--- src/zhxpu_pkg.sv ---
package zhxpu_pkg;

	typedef logic [15:0] word_t;

	// Flash read access time in clock cycles
	localparam int FLASH_WAIT = 3;
	// SRAM strobe width in clock cycles
	localparam int SRAM_WAIT  = 2;
	localparam int BOOT_MAX   = 64;
	localparam int FLASH_AW   = 22;
	localparam int SRAM_AW    = 18;

	localparam word_t STATUS_ADDR = 16'hBF01;

	typedef struct packed {
		logic  cyc;
		logic  stb;
		logic  we;
		word_t adr;
		word_t dat;
	} wb_req_t;

	typedef struct packed {
		logic  ack;
		word_t dat;
	} wb_rsp_t;

	typedef enum logic [2:0] {
		BOOT_IDLE,
		BOOT_READ_LEN,
		BOOT_READ_WORD,
		BOOT_WRITE_WORD,
		BOOT_DONE
	} boot_state_t;

	typedef enum logic [1:0] {
		SRAM_IDLE,
		SRAM_ACCESS,
		SRAM_ACK
	} sram_state_t;

endpackage

--- src/flash_reader.sv ---
`timescale 1ns/1ps

module flash_reader
	import zhxpu_pkg::*;
(
	input  logic                clk,
	input  logic                arst_n,
	input  logic                rd_req,
	input  word_t               rd_addr,
	output logic                rd_done,
	output word_t               rd_data,
	output logic [FLASH_AW-1:0] flash_addr,
	input  word_t               flash_data,
	output logic                flash_ce,
	output logic                flash_oe
);

	logic       busy;
	logic [3:0] wait_cnt;
	logic       start;
	logic       last_wait;

	assign start     = !busy && rd_req;
	assign last_wait = busy && (wait_cnt == 4'(FLASH_WAIT - 1));

	always_ff @(posedge clk or negedge arst_n) begin
		if (!arst_n) begin
			busy     <= 1'b0;
			wait_cnt <= '0;
			rd_done  <= 1'b0;
			flash_ce <= 1'b1;
			flash_oe <= 1'b1;
		end else begin
			rd_done <= 1'b0;
			if (start) begin
				busy     <= 1'b1;
				wait_cnt <= '0;
				flash_ce <= 1'b0;
				flash_oe <= 1'b0;
			end else if (last_wait) begin
				// Data valid on the last wait cycle
				busy     <= 1'b0;
				flash_ce <= 1'b1;
				flash_oe <= 1'b1;
				rd_done  <= 1'b1;
			end else if (busy) begin
				wait_cnt <= wait_cnt + 4'd1;
			end
		end
	end

	always_ff @(posedge clk) begin
		if (start) begin
			flash_addr <= FLASH_AW'(rd_addr);
		end
		if (last_wait) begin
			rd_data <= flash_data;
		end
	end

endmodule

--- src/bootloader.sv ---
`timescale 1ns/1ps

module bootloader
	import zhxpu_pkg::*;
(
	input  logic    clk,
	input  logic    arst_n,
	output logic    rd_req,
	output word_t   rd_addr,
	input  logic    rd_done,
	input  word_t   rd_data,
	output wb_req_t boot_wb,
	input  wb_rsp_t boot_rsp,
	output logic    boot_done,
	output word_t   boot_addr,
	output word_t   boot_count
);

	boot_state_t state;
	word_t       len_q;
	word_t       idx_q;
	word_t       len_lim;

	// Image length clipped to the copy limit
	assign len_lim = (rd_data > word_t'(BOOT_MAX)) ? word_t'(BOOT_MAX) : rd_data;

	// idx_q counts the words already written to SRAM
	assign boot_count = idx_q;
	assign boot_done  = (state == BOOT_DONE);

	always_ff @(posedge clk or negedge arst_n) begin
		if (!arst_n) begin
			state     <= BOOT_IDLE;
			len_q     <= '0;
			idx_q     <= '0;
			rd_req    <= 1'b0;
			rd_addr   <= '0;
			boot_wb   <= '0;
			boot_addr <= '0;
		end else begin
			rd_req <= 1'b0;
			case (state)
				BOOT_IDLE: begin
					rd_req  <= 1'b1;
					rd_addr <= '0;
					state   <= BOOT_READ_LEN;
				end
				BOOT_READ_LEN: begin
					if (rd_done) begin
						len_q <= len_lim;
						if (len_lim == '0) begin
							state <= BOOT_DONE;
						end else begin
							rd_req  <= 1'b1;
							rd_addr <= 16'd1;
							state   <= BOOT_READ_WORD;
						end
					end
				end
				BOOT_READ_WORD: begin
					if (rd_done) begin
						boot_wb.cyc <= 1'b1;
						boot_wb.stb <= 1'b1;
						boot_wb.we  <= 1'b1;
						boot_wb.adr <= idx_q;
						boot_wb.dat <= rd_data;
						state       <= BOOT_WRITE_WORD;
					end
				end
				BOOT_WRITE_WORD: begin
					if (boot_rsp.ack) begin
						boot_wb.cyc <= 1'b0;
						boot_wb.stb <= 1'b0;
						boot_wb.we  <= 1'b0;
						boot_addr   <= idx_q;
						idx_q       <= idx_q + 16'd1;
						if (idx_q + 16'd1 == len_q) begin
							state <= BOOT_DONE;
						end else begin
							// Flash word k+1 lands at SRAM address k
							rd_req  <= 1'b1;
							rd_addr <= idx_q + 16'd2;
							state   <= BOOT_READ_WORD;
						end
					end
				end
				BOOT_DONE: state <= BOOT_DONE;
				default:   state <= BOOT_IDLE;
			endcase
		end
	end

endmodule

--- src/mem_arbiter.sv ---
`timescale 1ns/1ps

module mem_arbiter
	import zhxpu_pkg::*;
(
	input  logic    clk,
	input  logic    arst_n,
	input  logic    boot_done,
	input  word_t   boot_count,
	input  wb_req_t boot_wb,
	output wb_rsp_t boot_rsp,
	input  wb_req_t cpu_wb,
	output wb_rsp_t cpu_rsp,
	output wb_req_t ram_wb,
	input  wb_rsp_t ram_rsp
);

	logic    cpu_status;
	logic    stat_ack;
	word_t   stat_dat;
	wb_req_t cpu_ram;

	assign cpu_status = cpu_wb.cyc && cpu_wb.stb && (cpu_wb.adr == STATUS_ADDR);

	// Status accesses never reach the SRAM
	always_comb begin
		cpu_ram = cpu_wb;
		if (cpu_wb.adr == STATUS_ADDR) begin
			cpu_ram.cyc = 1'b0;
			cpu_ram.stb = 1'b0;
		end
	end

	// CPU is locked out until the image is in place
	assign ram_wb = boot_done ? cpu_ram : boot_wb;

	always_comb begin
		boot_rsp.ack = ram_rsp.ack && !boot_done;
		boot_rsp.dat = ram_rsp.dat;
	end

	always_comb begin
		cpu_rsp.ack = stat_ack || (ram_rsp.ack && boot_done);
		cpu_rsp.dat = stat_ack ? stat_dat : ram_rsp.dat;
	end

	// One-cycle status ack, writes are dropped
	always_ff @(posedge clk or negedge arst_n) begin
		if (!arst_n) begin
			stat_ack <= 1'b0;
		end else begin
			stat_ack <= boot_done && cpu_status && !stat_ack;
		end
	end

	always_ff @(posedge clk) begin
		stat_dat <= {boot_done, boot_count[14:0]};
	end

endmodule

--- src/sram_ctrl.sv ---
`timescale 1ns/1ps

module sram_ctrl
	import zhxpu_pkg::*;
(
	input  logic               clk,
	input  logic               arst_n,
	input  wb_req_t            ram_wb,
	output wb_rsp_t            ram_rsp,
	output logic [SRAM_AW-1:0] ram_addr,
	output word_t              ram_dq_out,
	input  word_t              ram_dq_in,
	output logic               ram_dq_oe,
	output logic               ram_en,
	output logic               ram_oe,
	output logic               ram_we
);

	sram_state_t state;
	logic [3:0]  wait_cnt;
	logic        accept;
	logic        last_wait;
	word_t       rdata_q;

	assign accept    = (state == SRAM_IDLE) && ram_wb.cyc && ram_wb.stb;
	assign last_wait = (state == SRAM_ACCESS) && (wait_cnt == 4'(SRAM_WAIT - 1));

	always_ff @(posedge clk or negedge arst_n) begin
		if (!arst_n) begin
			state     <= SRAM_IDLE;
			wait_cnt  <= '0;
			ram_en    <= 1'b1;
			ram_oe    <= 1'b1;
			ram_we    <= 1'b1;
			ram_dq_oe <= 1'b0;
		end else begin
			case (state)
				SRAM_IDLE: begin
					if (accept) begin
						state     <= SRAM_ACCESS;
						wait_cnt  <= '0;
						ram_en    <= 1'b0;
						ram_oe    <= ram_wb.we;
						ram_we    <= !ram_wb.we;
						ram_dq_oe <= ram_wb.we;
					end
				end
				SRAM_ACCESS: begin
					if (last_wait) begin
						state     <= SRAM_ACK;
						ram_en    <= 1'b1;
						ram_oe    <= 1'b1;
						ram_we    <= 1'b1;
						ram_dq_oe <= 1'b0;
					end else begin
						wait_cnt <= wait_cnt + 4'd1;
					end
				end
				// Master drops stb next cycle, so IDLE sees it low
				SRAM_ACK: state <= SRAM_IDLE;
				default:  state <= SRAM_IDLE;
			endcase
		end
	end

	// Address and data held from accept to the end of the strobe
	always_ff @(posedge clk) begin
		if (accept) begin
			ram_addr   <= SRAM_AW'(ram_wb.adr);
			ram_dq_out <= ram_wb.dat;
		end
		if (last_wait && !ram_oe) begin
			rdata_q <= ram_dq_in;
		end
	end

	always_comb begin
		ram_rsp.ack = (state == SRAM_ACK);
		ram_rsp.dat = rdata_q;
	end

endmodule

--- src/progress_display.sv ---
`timescale 1ns/1ps

module progress_display
	import zhxpu_pkg::*;
(
	input  logic       clk,
	input  logic       arst_n,
	input  word_t      boot_addr,
	output logic [6:0] seg_hi,
	output logic [6:0] seg_lo
);

	// Active low, bit order g f e d c b a
	function automatic logic [6:0] hex_to_seg(input logic [3:0] digit);
		case (digit)
			4'h0:    return 7'h40;
			4'h1:    return 7'h79;
			4'h2:    return 7'h24;
			4'h3:    return 7'h30;
			4'h4:    return 7'h19;
			4'h5:    return 7'h12;
			4'h6:    return 7'h02;
			4'h7:    return 7'h78;
			4'h8:    return 7'h00;
			4'h9:    return 7'h10;
			4'hA:    return 7'h08;
			4'hB:    return 7'h03;
			4'hC:    return 7'h46;
			4'hD:    return 7'h21;
			4'hE:    return 7'h06;
			default: return 7'h0E;
		endcase
	endfunction

	always_ff @(posedge clk or negedge arst_n) begin
		if (!arst_n) begin
			seg_hi <= hex_to_seg(4'h0);
			seg_lo <= hex_to_seg(4'h0);
		end else begin
			seg_hi <= hex_to_seg(boot_addr[7:4]);
			seg_lo <= hex_to_seg(boot_addr[3:0]);
		end
	end

endmodule

--- src/zhxpu_boot.sv ---
`timescale 1ns/1ps

module zhxpu_boot
	import zhxpu_pkg::*;
(
	input  logic                clk,
	input  logic                arst_n,
	output logic [FLASH_AW-1:0] flash_addr,
	input  word_t               flash_data,
	output logic                flash_ce,
	output logic                flash_oe,
	output logic                flash_byte,
	output logic [SRAM_AW-1:0]  ram_addr,
	output word_t               ram_dq_out,
	input  word_t               ram_dq_in,
	output logic                ram_dq_oe,
	output logic                ram_en,
	output logic                ram_oe,
	output logic                ram_we,
	input  wb_req_t             cpu_wb,
	output wb_rsp_t             cpu_rsp,
	output logic                boot_done,
	output logic [6:0]          seg_hi,
	output logic [6:0]          seg_lo
);

	logic    rd_req;
	word_t   rd_addr;
	logic    rd_done;
	word_t   rd_data;
	wb_req_t boot_wb;
	wb_rsp_t boot_rsp;
	wb_req_t ram_wb;
	wb_rsp_t ram_rsp;
	word_t   boot_addr;
	word_t   boot_count;

	// Word mode
	assign flash_byte = 1'b1;

	flash_reader flash_reader_i (
		.clk        (clk),
		.arst_n     (arst_n),
		.rd_req     (rd_req),
		.rd_addr    (rd_addr),
		.rd_done    (rd_done),
		.rd_data    (rd_data),
		.flash_addr (flash_addr),
		.flash_data (flash_data),
		.flash_ce   (flash_ce),
		.flash_oe   (flash_oe)
	);

	bootloader bootloader_i (
		.clk        (clk),
		.arst_n     (arst_n),
		.rd_req     (rd_req),
		.rd_addr    (rd_addr),
		.rd_done    (rd_done),
		.rd_data    (rd_data),
		.boot_wb    (boot_wb),
		.boot_rsp   (boot_rsp),
		.boot_done  (boot_done),
		.boot_addr  (boot_addr),
		.boot_count (boot_count)
	);

	mem_arbiter mem_arbiter_i (
		.clk        (clk),
		.arst_n     (arst_n),
		.boot_done  (boot_done),
		.boot_count (boot_count),
		.boot_wb    (boot_wb),
		.boot_rsp   (boot_rsp),
		.cpu_wb     (cpu_wb),
		.cpu_rsp    (cpu_rsp),
		.ram_wb     (ram_wb),
		.ram_rsp    (ram_rsp)
	);

	sram_ctrl sram_ctrl_i (
		.clk        (clk),
		.arst_n     (arst_n),
		.ram_wb     (ram_wb),
		.ram_rsp    (ram_rsp),
		.ram_addr   (ram_addr),
		.ram_dq_out (ram_dq_out),
		.ram_dq_in  (ram_dq_in),
		.ram_dq_oe  (ram_dq_oe),
		.ram_en     (ram_en),
		.ram_oe     (ram_oe),
		.ram_we     (ram_we)
	);

	progress_display progress_display_i (
		.clk       (clk),
		.arst_n    (arst_n),
		.boot_addr (boot_addr),
		.seg_hi    (seg_hi),
		.seg_lo    (seg_lo)
	);

endmodule

--- config.mk ---
export PLATFORM = sky130hd
export DESIGN_NAME = zhxpu_boot
export DESIGN_NICKNAME = d
export VERILOG_FILES = /design/src/zhxpu_pkg.sv /design/src/flash_reader.sv /design/src/bootloader.sv /design/src/mem_arbiter.sv /design/src/sram_ctrl.sv /design/src/progress_display.sv /design/src/zhxpu_boot.sv
export SDC_FILE = /design/constraint.sdc
export NUM_CORES = 1
export LEC_CHECK = 0
export BUFFER_PORTS_ARGS = -buffer_cell sky130_fd_sc_hd__buf_2
export CAP_MARGIN = 30
export CORE_ASPECT_RATIO = 1.4
export CORE_MARGIN = 5
export CORE_UTILIZATION = 55
export DETAILED_ROUTE_END_ITERATION = 12
export PLACE_DENSITY = 0.8
export SLEW_MARGIN = 20
export SYNTH_ARGS = -nofsm -noshare
export SYNTH_HDL_FRONTEND = slang
export SYNTH_SLANG_ARGS = --single-unit
--- constraint.sdc ---
create_clock -name clk -period 7.7 [get_ports clk]
set_clock_uncertainty 0.1 [all_clocks]
set_input_delay 0.385 -clock clk [delete_from_list [all_inputs] [get_ports clk]]
set_output_delay 0.385 -clock clk [all_outputs]
set_load 0.05 [all_outputs]
==> results of run 1 <==
[registers in the layout (all words and copies together) (netlist names), 2 cells and up]
| signal | cells |
|---|---|
| mem_arbiter_i.stat_dat | 16 |
| sram_ctrl_i.rdata_q | 16 |
| bootloader_i.boot_count | 16 |
| sram_ctrl_i.ram_dq_out | 16 |
| sram_ctrl_i.state | 2 |
| flash_reader_i.flash_addr | 16 |
| flash_reader_i.rd_data | 16 |
| bootloader_i.len_q | 16 |
| bootloader_i.boot_addr | 8 |
| bootloader_i.rd_addr | 16 |
| progress_display_i.seg_hi | 7 |
| bootloader_i.state | 3 |
| sram_ctrl_i.wait_cnt | 4 |
| progress_display_i.seg_lo | 7 |
| bootloader_i.boot_wb | 33 |
| flash_reader_i.wait_cnt | 4 |
| sram_ctrl_i.ram_addr | 16 |
[layout make-up]
class	count	area [um2]	area share (%)
Clock inverter	7	31.3	0.270
Multi-Input combinational cell	452	3510	30.2
Timing Repair Buffer	193	1150	9.90
Clock buffer	33	687	5.92
Inverter	20	75.1	0.647
Antenna cell	1	2.50	0.0216
Sequential cell	221	5860	50.5
Tap cell	236	295	2.54
[power groups by stage]
stage                     registers, mW  logic, mW  clock network [mW]
after detailed placement           1.65      0.995                   0
after global routing               1.66       1.08                1.12
after global placement             1.64      0.975                   0
after floorplan                    1.95      0.438                   0
after CTS                          1.63       1.01                1.07
final                              1.63       1.01                1.05
[metrics by stage]
stage                     cell area (um2)  utilization (%)  total power [mW]  cells
after floorplan                      9670                -              2.38    740
after global placement              10600             60.9              2.62   1089
after global routing                11600             66.9              3.86   1162
after CTS                           11600             66.9              3.71   1162
final                               11600             67.0              3.69   1163
after detailed placement            10600             60.9              2.65   1089
[cell usage in the layout (no fill, tap or decap), drive strengths merged, types with 10 or more instances in the layout]
| cell | instances |
|---|---|
| buf | 160 |
| mux2 | 97 |
| ha | 18 |
| dfxtp | 16 |
| dfrtp | 119 |
| xor2 | 18 |
| xnor2 | 22 |
| nand4 | 12 |
| and2 | 10 |
| inv | 20 |
| nor2 | 47 |
| nand2 | 46 |
| dlygate4sd3 | 33 |
| edfxtp | 80 |
| o21ai | 23 |
| nand3 | 21 |
| clkbuf | 33 |
[worst register-to-register path, stage by stage, from the launching register on]
cell	delay [ns]
dfrtp_1	0.57
ha_1	0.42
nand3_4	0.15
or3_1	0.38
o32a_1	0.34
a22oi_1	0.24
nand4_2	0.21
a21oi_4	0.60
mux2_2	0.41
[routing by layer]
metal | vias to the layer above | global-route usage, % | wire (um)
li1 | 2948 | - | -
met1 | 3051 | 25.4 | 8120
met2 | 205 | 37.7 | 11200
met3 | 54 | 4.24 | 1330
met4 | 0 | 8.19 | 733
met5 | - | 0 | 0
[repair_timing]
item | CTS | global route
hold buffers | 33 | 0
endpoints found under the hold margin | 89 | 0
setup buffers | 0 | 0
[cell families after synthesis]
logic type,count (synthesis),share of synthesized area [%]
AND/OR/NAND/NOR,203,11.3
other,2,0.0779
AO/OA/AOI/OAI,75,5.45
adder cells (fa/ha/maj),19,2.44
buffers and inverters,67,3.49
XOR/XNOR,40,3.63
multiplexers,106,12.9
flip-flops,221,60.7
[worst min-delay path by stage]
stage                                             end  slack, ns
2_1_floorplan   bootloader_i.boot_addr[0]$_DFFE_PN0P_      -0.01
3_3_place_gp   flash_reader_i.flash_addr[7]$_DFFE_PP_       0.33
3_5_place_dp   flash_reader_i.flash_addr[7]$_DFFE_PP_       0.33
4_1_cts              mem_arbiter_i.stat_ack$_DFF_PN0_       0.03
5_1_grt              mem_arbiter_i.stat_ack$_DFF_PN0_       0.08
6_report             mem_arbiter_i.stat_ack$_DFF_PN0_       0.06
==> run summary, run 1 <==
Synth Register Bits = 221
Yosys warnings = 0
gpl congestion = 0.860
Final period util = 46.1%
post-layout min period = 3.55 ns
flop2flop setup slack = 4.15 ns
CTS Root Cell = clkbuf_16
P_sw = 1.28 mW
H-tree depth = 1
hold slack = 0.0585 ns
Area Overhead vs Synth = 20.3%
maximum number of pins on one net before global-route repair = 68
WL final = 21.4 mm
Setup crit start kind = flop
Comb power frac = 27.3%
initial core utilization = 55.7%
Slowest cell on crit path = a21oi_4
total track usage = 21.3%
Cell Chain, Critical Path = ha_1, nand3_4, or3_1, o32a_1, a22oi_1, nand4_2, a21oi_4, mux2_2
vias in the first global route = 6679
Die H = 167 um
Core Region = 0.0173 mm2
total negative slack = 0 ns
Crit Path Class = reg2reg
dominant cell type by area after synthesis = dfrtp_1
post-route ant nets = 0
Max-cap violations = 0
TritonRoute pass-1 iters = 4
fill cell count = 1276
Sink Count = 221
initial antenna violation count = 0
Yosys top cell area share = 30.9%
routed vias/inst = 5.38
share of power burned in registers = 44.3%
CP top delay family = compound AO/OA/AOI/OAI gates
status = finished clean
dpl ws = 4.15 ns
HPWL after DPL = 14.4 mm
Die W = 122 um
Setup WS post-layout = 4.15 ns
PwrDens = 318 mW/mm2
Gate Count Post-Synth = 733
Mapped Area = 0.00965 mm2
CTS tree = done
first-pass GRT wire length = 34.5 mm
Main synth FF type = dfrtp_1
Max Slew Vio Count = 0
Clk pwr share = 28.4%
worst skew pair latency = 0.50 ns
Max Freq = 282 MHz
Remaining DRCs = 0
Max clock buf depth = 3
WL per Instance = 18.4 um
row cnt = 57
Yosys cell types = 69
async set-reset flop share out of synthesis = 56.6%
Tightest Hold Check Type = in2reg
LEAKAGE = 5.05 nW
relative slew slack = 44.6%
Power Internal = 2.41 mW
syn_area_per_cell = 13.2 um2
layout cells sized above 1 = 33.7%
CP Max Fanout = 17
CP max stage delay = 0.60 ns
Initial DRC Count = 382
Via Count = 6258
I/O Pins = 164
Final setup viols = 0
CP startpoint = bootloader_i.boot_count[0]$_DFFE_PN0P_
Post-synth EDFFs = 80
number of gates resized after cts = 0
global route overflow = 0
DIE AREA = 0.0203 mm2
PortBufs = 154
Post-synth top cells = 119 x dfrtp_1, 88 x mux2_2, 80 x edfxtp_1, 47 x nor2_1, 46 x nand2_1
Area contributors post-synth = dfrtp_1 31%, edfxtp_1 25%, mux2_2 10%, dfxtp_1 3.3%, ha_1 2.3%
worst setup path endpoint = bootloader_i.rd_addr[1]$_DFFE_PN0P_
HP Start = cpu_wb[34]
Max rail drop VDD = 0.000313 V
worst-margin pin slew = 0.830 ns
Total Nets Final = 997
Hold Violations, Final = 0
most frequent cell after synthesis = dfrtp_1
reg2reg path depth = 8
RSZ-0062 raised after global routing = false
sw frac = 34.6%
Crit path depth = 8
sequential share of the synthesized area = 60.7%
Critical Path AT = 3.84 ns
CP endpoint kind = flop
Reg clk slew, reported paths = 0.07 ns
CTS buffer count = 22
Required @ worst endpoint = 7.98 ns
Worst Hold Depth = 3
FF-to-FF Start = bootloader_i.boot_count[0]$_DFFE_PN0P_
reg-to-reg critical path endpoint = bootloader_i.rd_addr[1]$_DFFE_PN0P_
CP Buf/Inv Count = 0
(Power assumes the default switching activity.)
==> inputs of run 2 (changes only) <==
ABC_AREA = 1   (was unset)
CORE_UTILIZATION = 51   (was 55)
PLACE_DENSITY = 0.78   (was 0.8)
clock period = 3.25 ns   (was 7.7 ns; I/O delays follow)
==> run 2 against run 1 <==
The flow now finishes with violations (hold timing); non-clock buffer count increased by 48; power increased by 130%; hold slack worse by 0.072 ns; sequential share of layout area shrank 2.1 points; utilization fell by 1.9 points; clock power up 130%; flip-flop and latch count unchanged.
==> run summary, run 2 <==
Yosys top cell area share = 30.9% (about the same)
WL final = 24.4 mm (was 21.4 mm)
most frequent cell after synthesis = nand2_1 (was dfrtp_1)
Clk pwr share = 28.2% (was 28.4%)
Critical Path AT = 2.99 ns (was 3.84 ns)
Total Nets Final = 1355 (was 997)
dominant cell type by area after synthesis = dfrtp_1 (unchanged)
Placed Cells = 1419 (was 1089)
CP endpoint kind = flop (unchanged)
row cnt = 59 (was 57)
Post-synth EDFFs = 80 (unchanged)
RSZ-0062 raised after global routing = false (unchanged)
CTS hold repair buffers = 69 (was 33)
Crit Path Class = reg2reg (unchanged)
Reg clk slew, reported paths = 0.06 ns (was 0.07 ns)
DIE AREA = 0.0218 mm2 (was 0.0203 mm2)
design area = 0.0121 mm2 (was 0.0116 mm2)
LEAKAGE = 5.78 nW (was 5.05 nW)
Core Region = 0.0186 mm2 (was 0.0173 mm2)
Via Count = 7742 (was 6258)
WL per Instance = 16.0 um (was 18.4 um)
DP Area = 0.0107 mm2 (was 0.0106 mm2)
CTS tree = done (unchanged)
global route overflow = 0 (unchanged)
Sink Count = 221 (unchanged)
Power Internal = 5.56 mW (was 2.41 mW)
CP Max Fanout = 17 (unchanged)
Comb power frac = 28.4% (was 27.3%)
syn_area_per_cell = 9.29 um2 (was 13.2 um2)
Biggest register = bootloader_i.boot_wb (unchanged)
Die W = 126 um (was 122 um)
total negative slack = 0 ns (unchanged)
worst skew pair latency = 0.51 ns (was 0.50 ns)
Area contributors post-synth = dfrtp_1 31%, edfxtp_1 25%, nand2_1 13%, o21ai_0 4.5%, inv_1 4.0% (was dfrtp_1 31%, edfxtp_1 25%, mux2_2 10%, dfxtp_1 3.3%, ha_1 2.3%)
maximum number of pins on one net before global-route repair = 75 (was 68)
Gate Count Post-Synth = 1038 (was 733)
P_sw = 3.09 mW (was 1.28 mW)
number of gates resized after cts = 0 (unchanged)
PortBufs = 154 (unchanged)
failing checks = hold timing
routed vias/inst = 5.06 (was 5.38)
post-CTS setup buffers = 0 (unchanged)
Max Freq = 370 MHz (was 282 MHz)
flop2flop setup slack = 0.55 ns (was 4.15 ns)
I/O Pins = 164 (unchanged)
post-route ant nets = 0 (unchanged)
Max clock buf depth = 3 (unchanged)
Final setup viols = 0 (unchanged)
H-tree depth = 1 (unchanged)
Required @ worst endpoint = 3.54 ns (was 7.98 ns)
Yosys cell types = 41 (was 69)
Main synth FF type = dfrtp_1 (unchanged)
initial core utilization = 51.9% (was 55.7%)
Hold Violations, Final = 8 (was 0)
total track usage = 21.8% (was 21.3%)
post-layout min period = 2.70 ns (was 3.55 ns)
TritonRoute pass-1 iters = 5 (was 4)
vias in the first global route = 7913 (was 6679)
Tightest Hold Check Type = in2async (was in2reg)
PwrDens = 714 mW/mm2 (was 318 mW/mm2)
sw frac = 35.7% (was 34.6%)
Synth Register Bits = 221 (unchanged)
Final period util = 83.1% (was 46.1%)
Post-synth top cells = 335 x nand2_1, 119 x dfrtp_1, 102 x inv_1, 87 x o21ai_0, 80 x edfxtp_1 (was 119 x dfrtp_1, 88 x mux2_2, 80 x edfxtp_1, 47 x nor2_1, 46 x nand2_1)
HPWL after DPL = 16.9 mm (was 14.4 mm)
Die H = 173 um (was 167 um)
Yosys warnings = 0 (unchanged)
Area Overhead vs Synth = 25.5% (was 20.3%)
gpl congestion = 0.921 (was 0.860)
CTS buffer count = 21 (was 22)
Setup crit start kind = flop (unchanged)
sequential share of the synthesized area = 60.7% (about the same)
share of power burned in registers = 43.5% (was 44.3%)
Remaining DRCs = 0 (unchanged)
Mapped Area = 0.00965 mm2 (about the same)
most frequent cells in the layout = 335 x nand2_1, 153 x buf_2, 119 x dfrtp_1 (was 153 x buf_2, 119 x dfrtp_1, 88 x mux2_2)
Max rail drop VDD = 0.000491 V (was 0.000313 V)
leading cell type in the layout, fill and taps excluded = nand2_1 (was buf_2)
worst-margin pin slew = 0.641 ns (was 0.830 ns)
Max Slew Vio Count = 0 (unchanged)
layout cells sized above 1 = 18.6% (was 33.7%)
CTS Root Cell = clkbuf_16 (unchanged)
hold slack = -0.0133 ns (was 0.0585 ns)
Max-cap violations = 0 (unchanged)
relative slew slack = 57.2% (was 44.6%)
initial antenna violation count = 3 (was 0)
Layout Cells excl Fill = 1530 (was 1163)
first-pass GRT wire length = 38.9 mm (was 34.5 mm)
max reg flops = 33 (unchanged)
status = complete, but fails checks (was finished clean)
Initial DRC Count = 549 (was 382)
async set-reset flop share out of synthesis = 56.6% (unchanged)
run 2: cell types whose count changed in the layout (fill, tap and decap cells not counted), moves of 10 or more:
cell	previous run	this run
nand2_1	46	335
mux2_2	88	3
inv_1	20	102
o21ai_0	23	87
nand3_1	20	67
dlygate4sd3_1	33	69
xnor2_1	22	1
nor2_1	47	61
a21oi_1	8	21
and2_1	10	0
buf_4	7	17
run 2: per-layer routing:
metal  track usage (%)  wire [um]
met1              26.4       9630
met2              39.2      12600
met3              2.87       1270
met4              8.50        911
met5                 0          0
run 2: power by group through the flow:
| stage | combinational (mW) | clock (mW) | sequential (mW) |
|---|---|---|---|
| 4_1_cts | 2.45 | 2.47 | 3.75 |
| 3_3_place_gp | 2.32 | 0 | 3.78 |
| 3_5_place_dp | 2.37 | 0 | 3.80 |
| 5_1_grt | 2.68 | 2.59 | 3.81 |
| 2_1_floorplan | 1.11 | 0 | 4.42 |
| 6_report | 2.45 | 2.43 | 3.76 |
run 2: through the flow:
step	setup slack (ns)	hold WS [ns]	util (%)	total power [mW]
floorplan	0.464	-0.233	-	5.53
global placement	0.706	0.239	57.5	6.10
detailed placement	0.619	0.241	57.5	6.17
CTS	0.540	0.221	64.9	8.68
global route	0.318	0.00820	65.1	9.08
finish	0.548	-0.0133	65.1	8.64
run 2: final timing paths:
path                                                         from                                      to  cells after the start
setup / recovery           bootloader_i.boot_count[2]$_DFFE_PN0P_     bootloader_i.rd_addr[3]$_DFFE_PN0P_                     15
hold / removal                                             arst_n     bootloader_i.rd_addr[9]$_DFFE_PN0P_                      2
setup reg to reg           bootloader_i.boot_count[2]$_DFFE_PN0P_     bootloader_i.rd_addr[3]$_DFFE_PN0P_                     15
hold reg to reg               bootloader_i.rd_addr[7]$_DFFE_PN0P_  flash_reader_i.flash_addr[7]$_DFFE_PP_                      0
max in group asynchronous                                  arst_n          sram_ctrl_i.ram_we$_DFFE_PN1P_                      4
min in group clk                                    flash_data[5]     flash_reader_i.rd_data[5]$_DFFE_PP_                      2
run 2: layout make-up:
class,count,area (um2)
diodes,3,7.51
inverters,112,420
multi-input cells,671,3190
fillers,1467,6490
repair buffers,241,1630
clock buffers,29,617
clock inverters,9,77.6
well taps,244,305
flip-flops and latches,221,5860
run 2: cells by family after synthesis:
group	synth area share, %
adders and majority gates	2.33
and+or+nand+nor	21.7
other	0.0778
xor gates and xnor gates	1.37
DFF	60.7
buffers and inverters	6.54
muxes	0.350
AOI/OAI and AO/OA	6.95
run 2: critical path, stage by stage (launching register included):
cell	delay (ns)
dfrtp_1	0.46
ha_1	0.23
nand2_1	0.12
nor2_2	0.18
xor2_1	0.34
inv_1	0.10
nand2_1	0.07
nand2_1	0.05
nor2_1	0.12
nand2_1	0.08
nor2_2	0.09
nand2_1	0.11
nand2_4	0.19
nand2_4	0.16
nand2_1	0.11
nand2_1	0.07
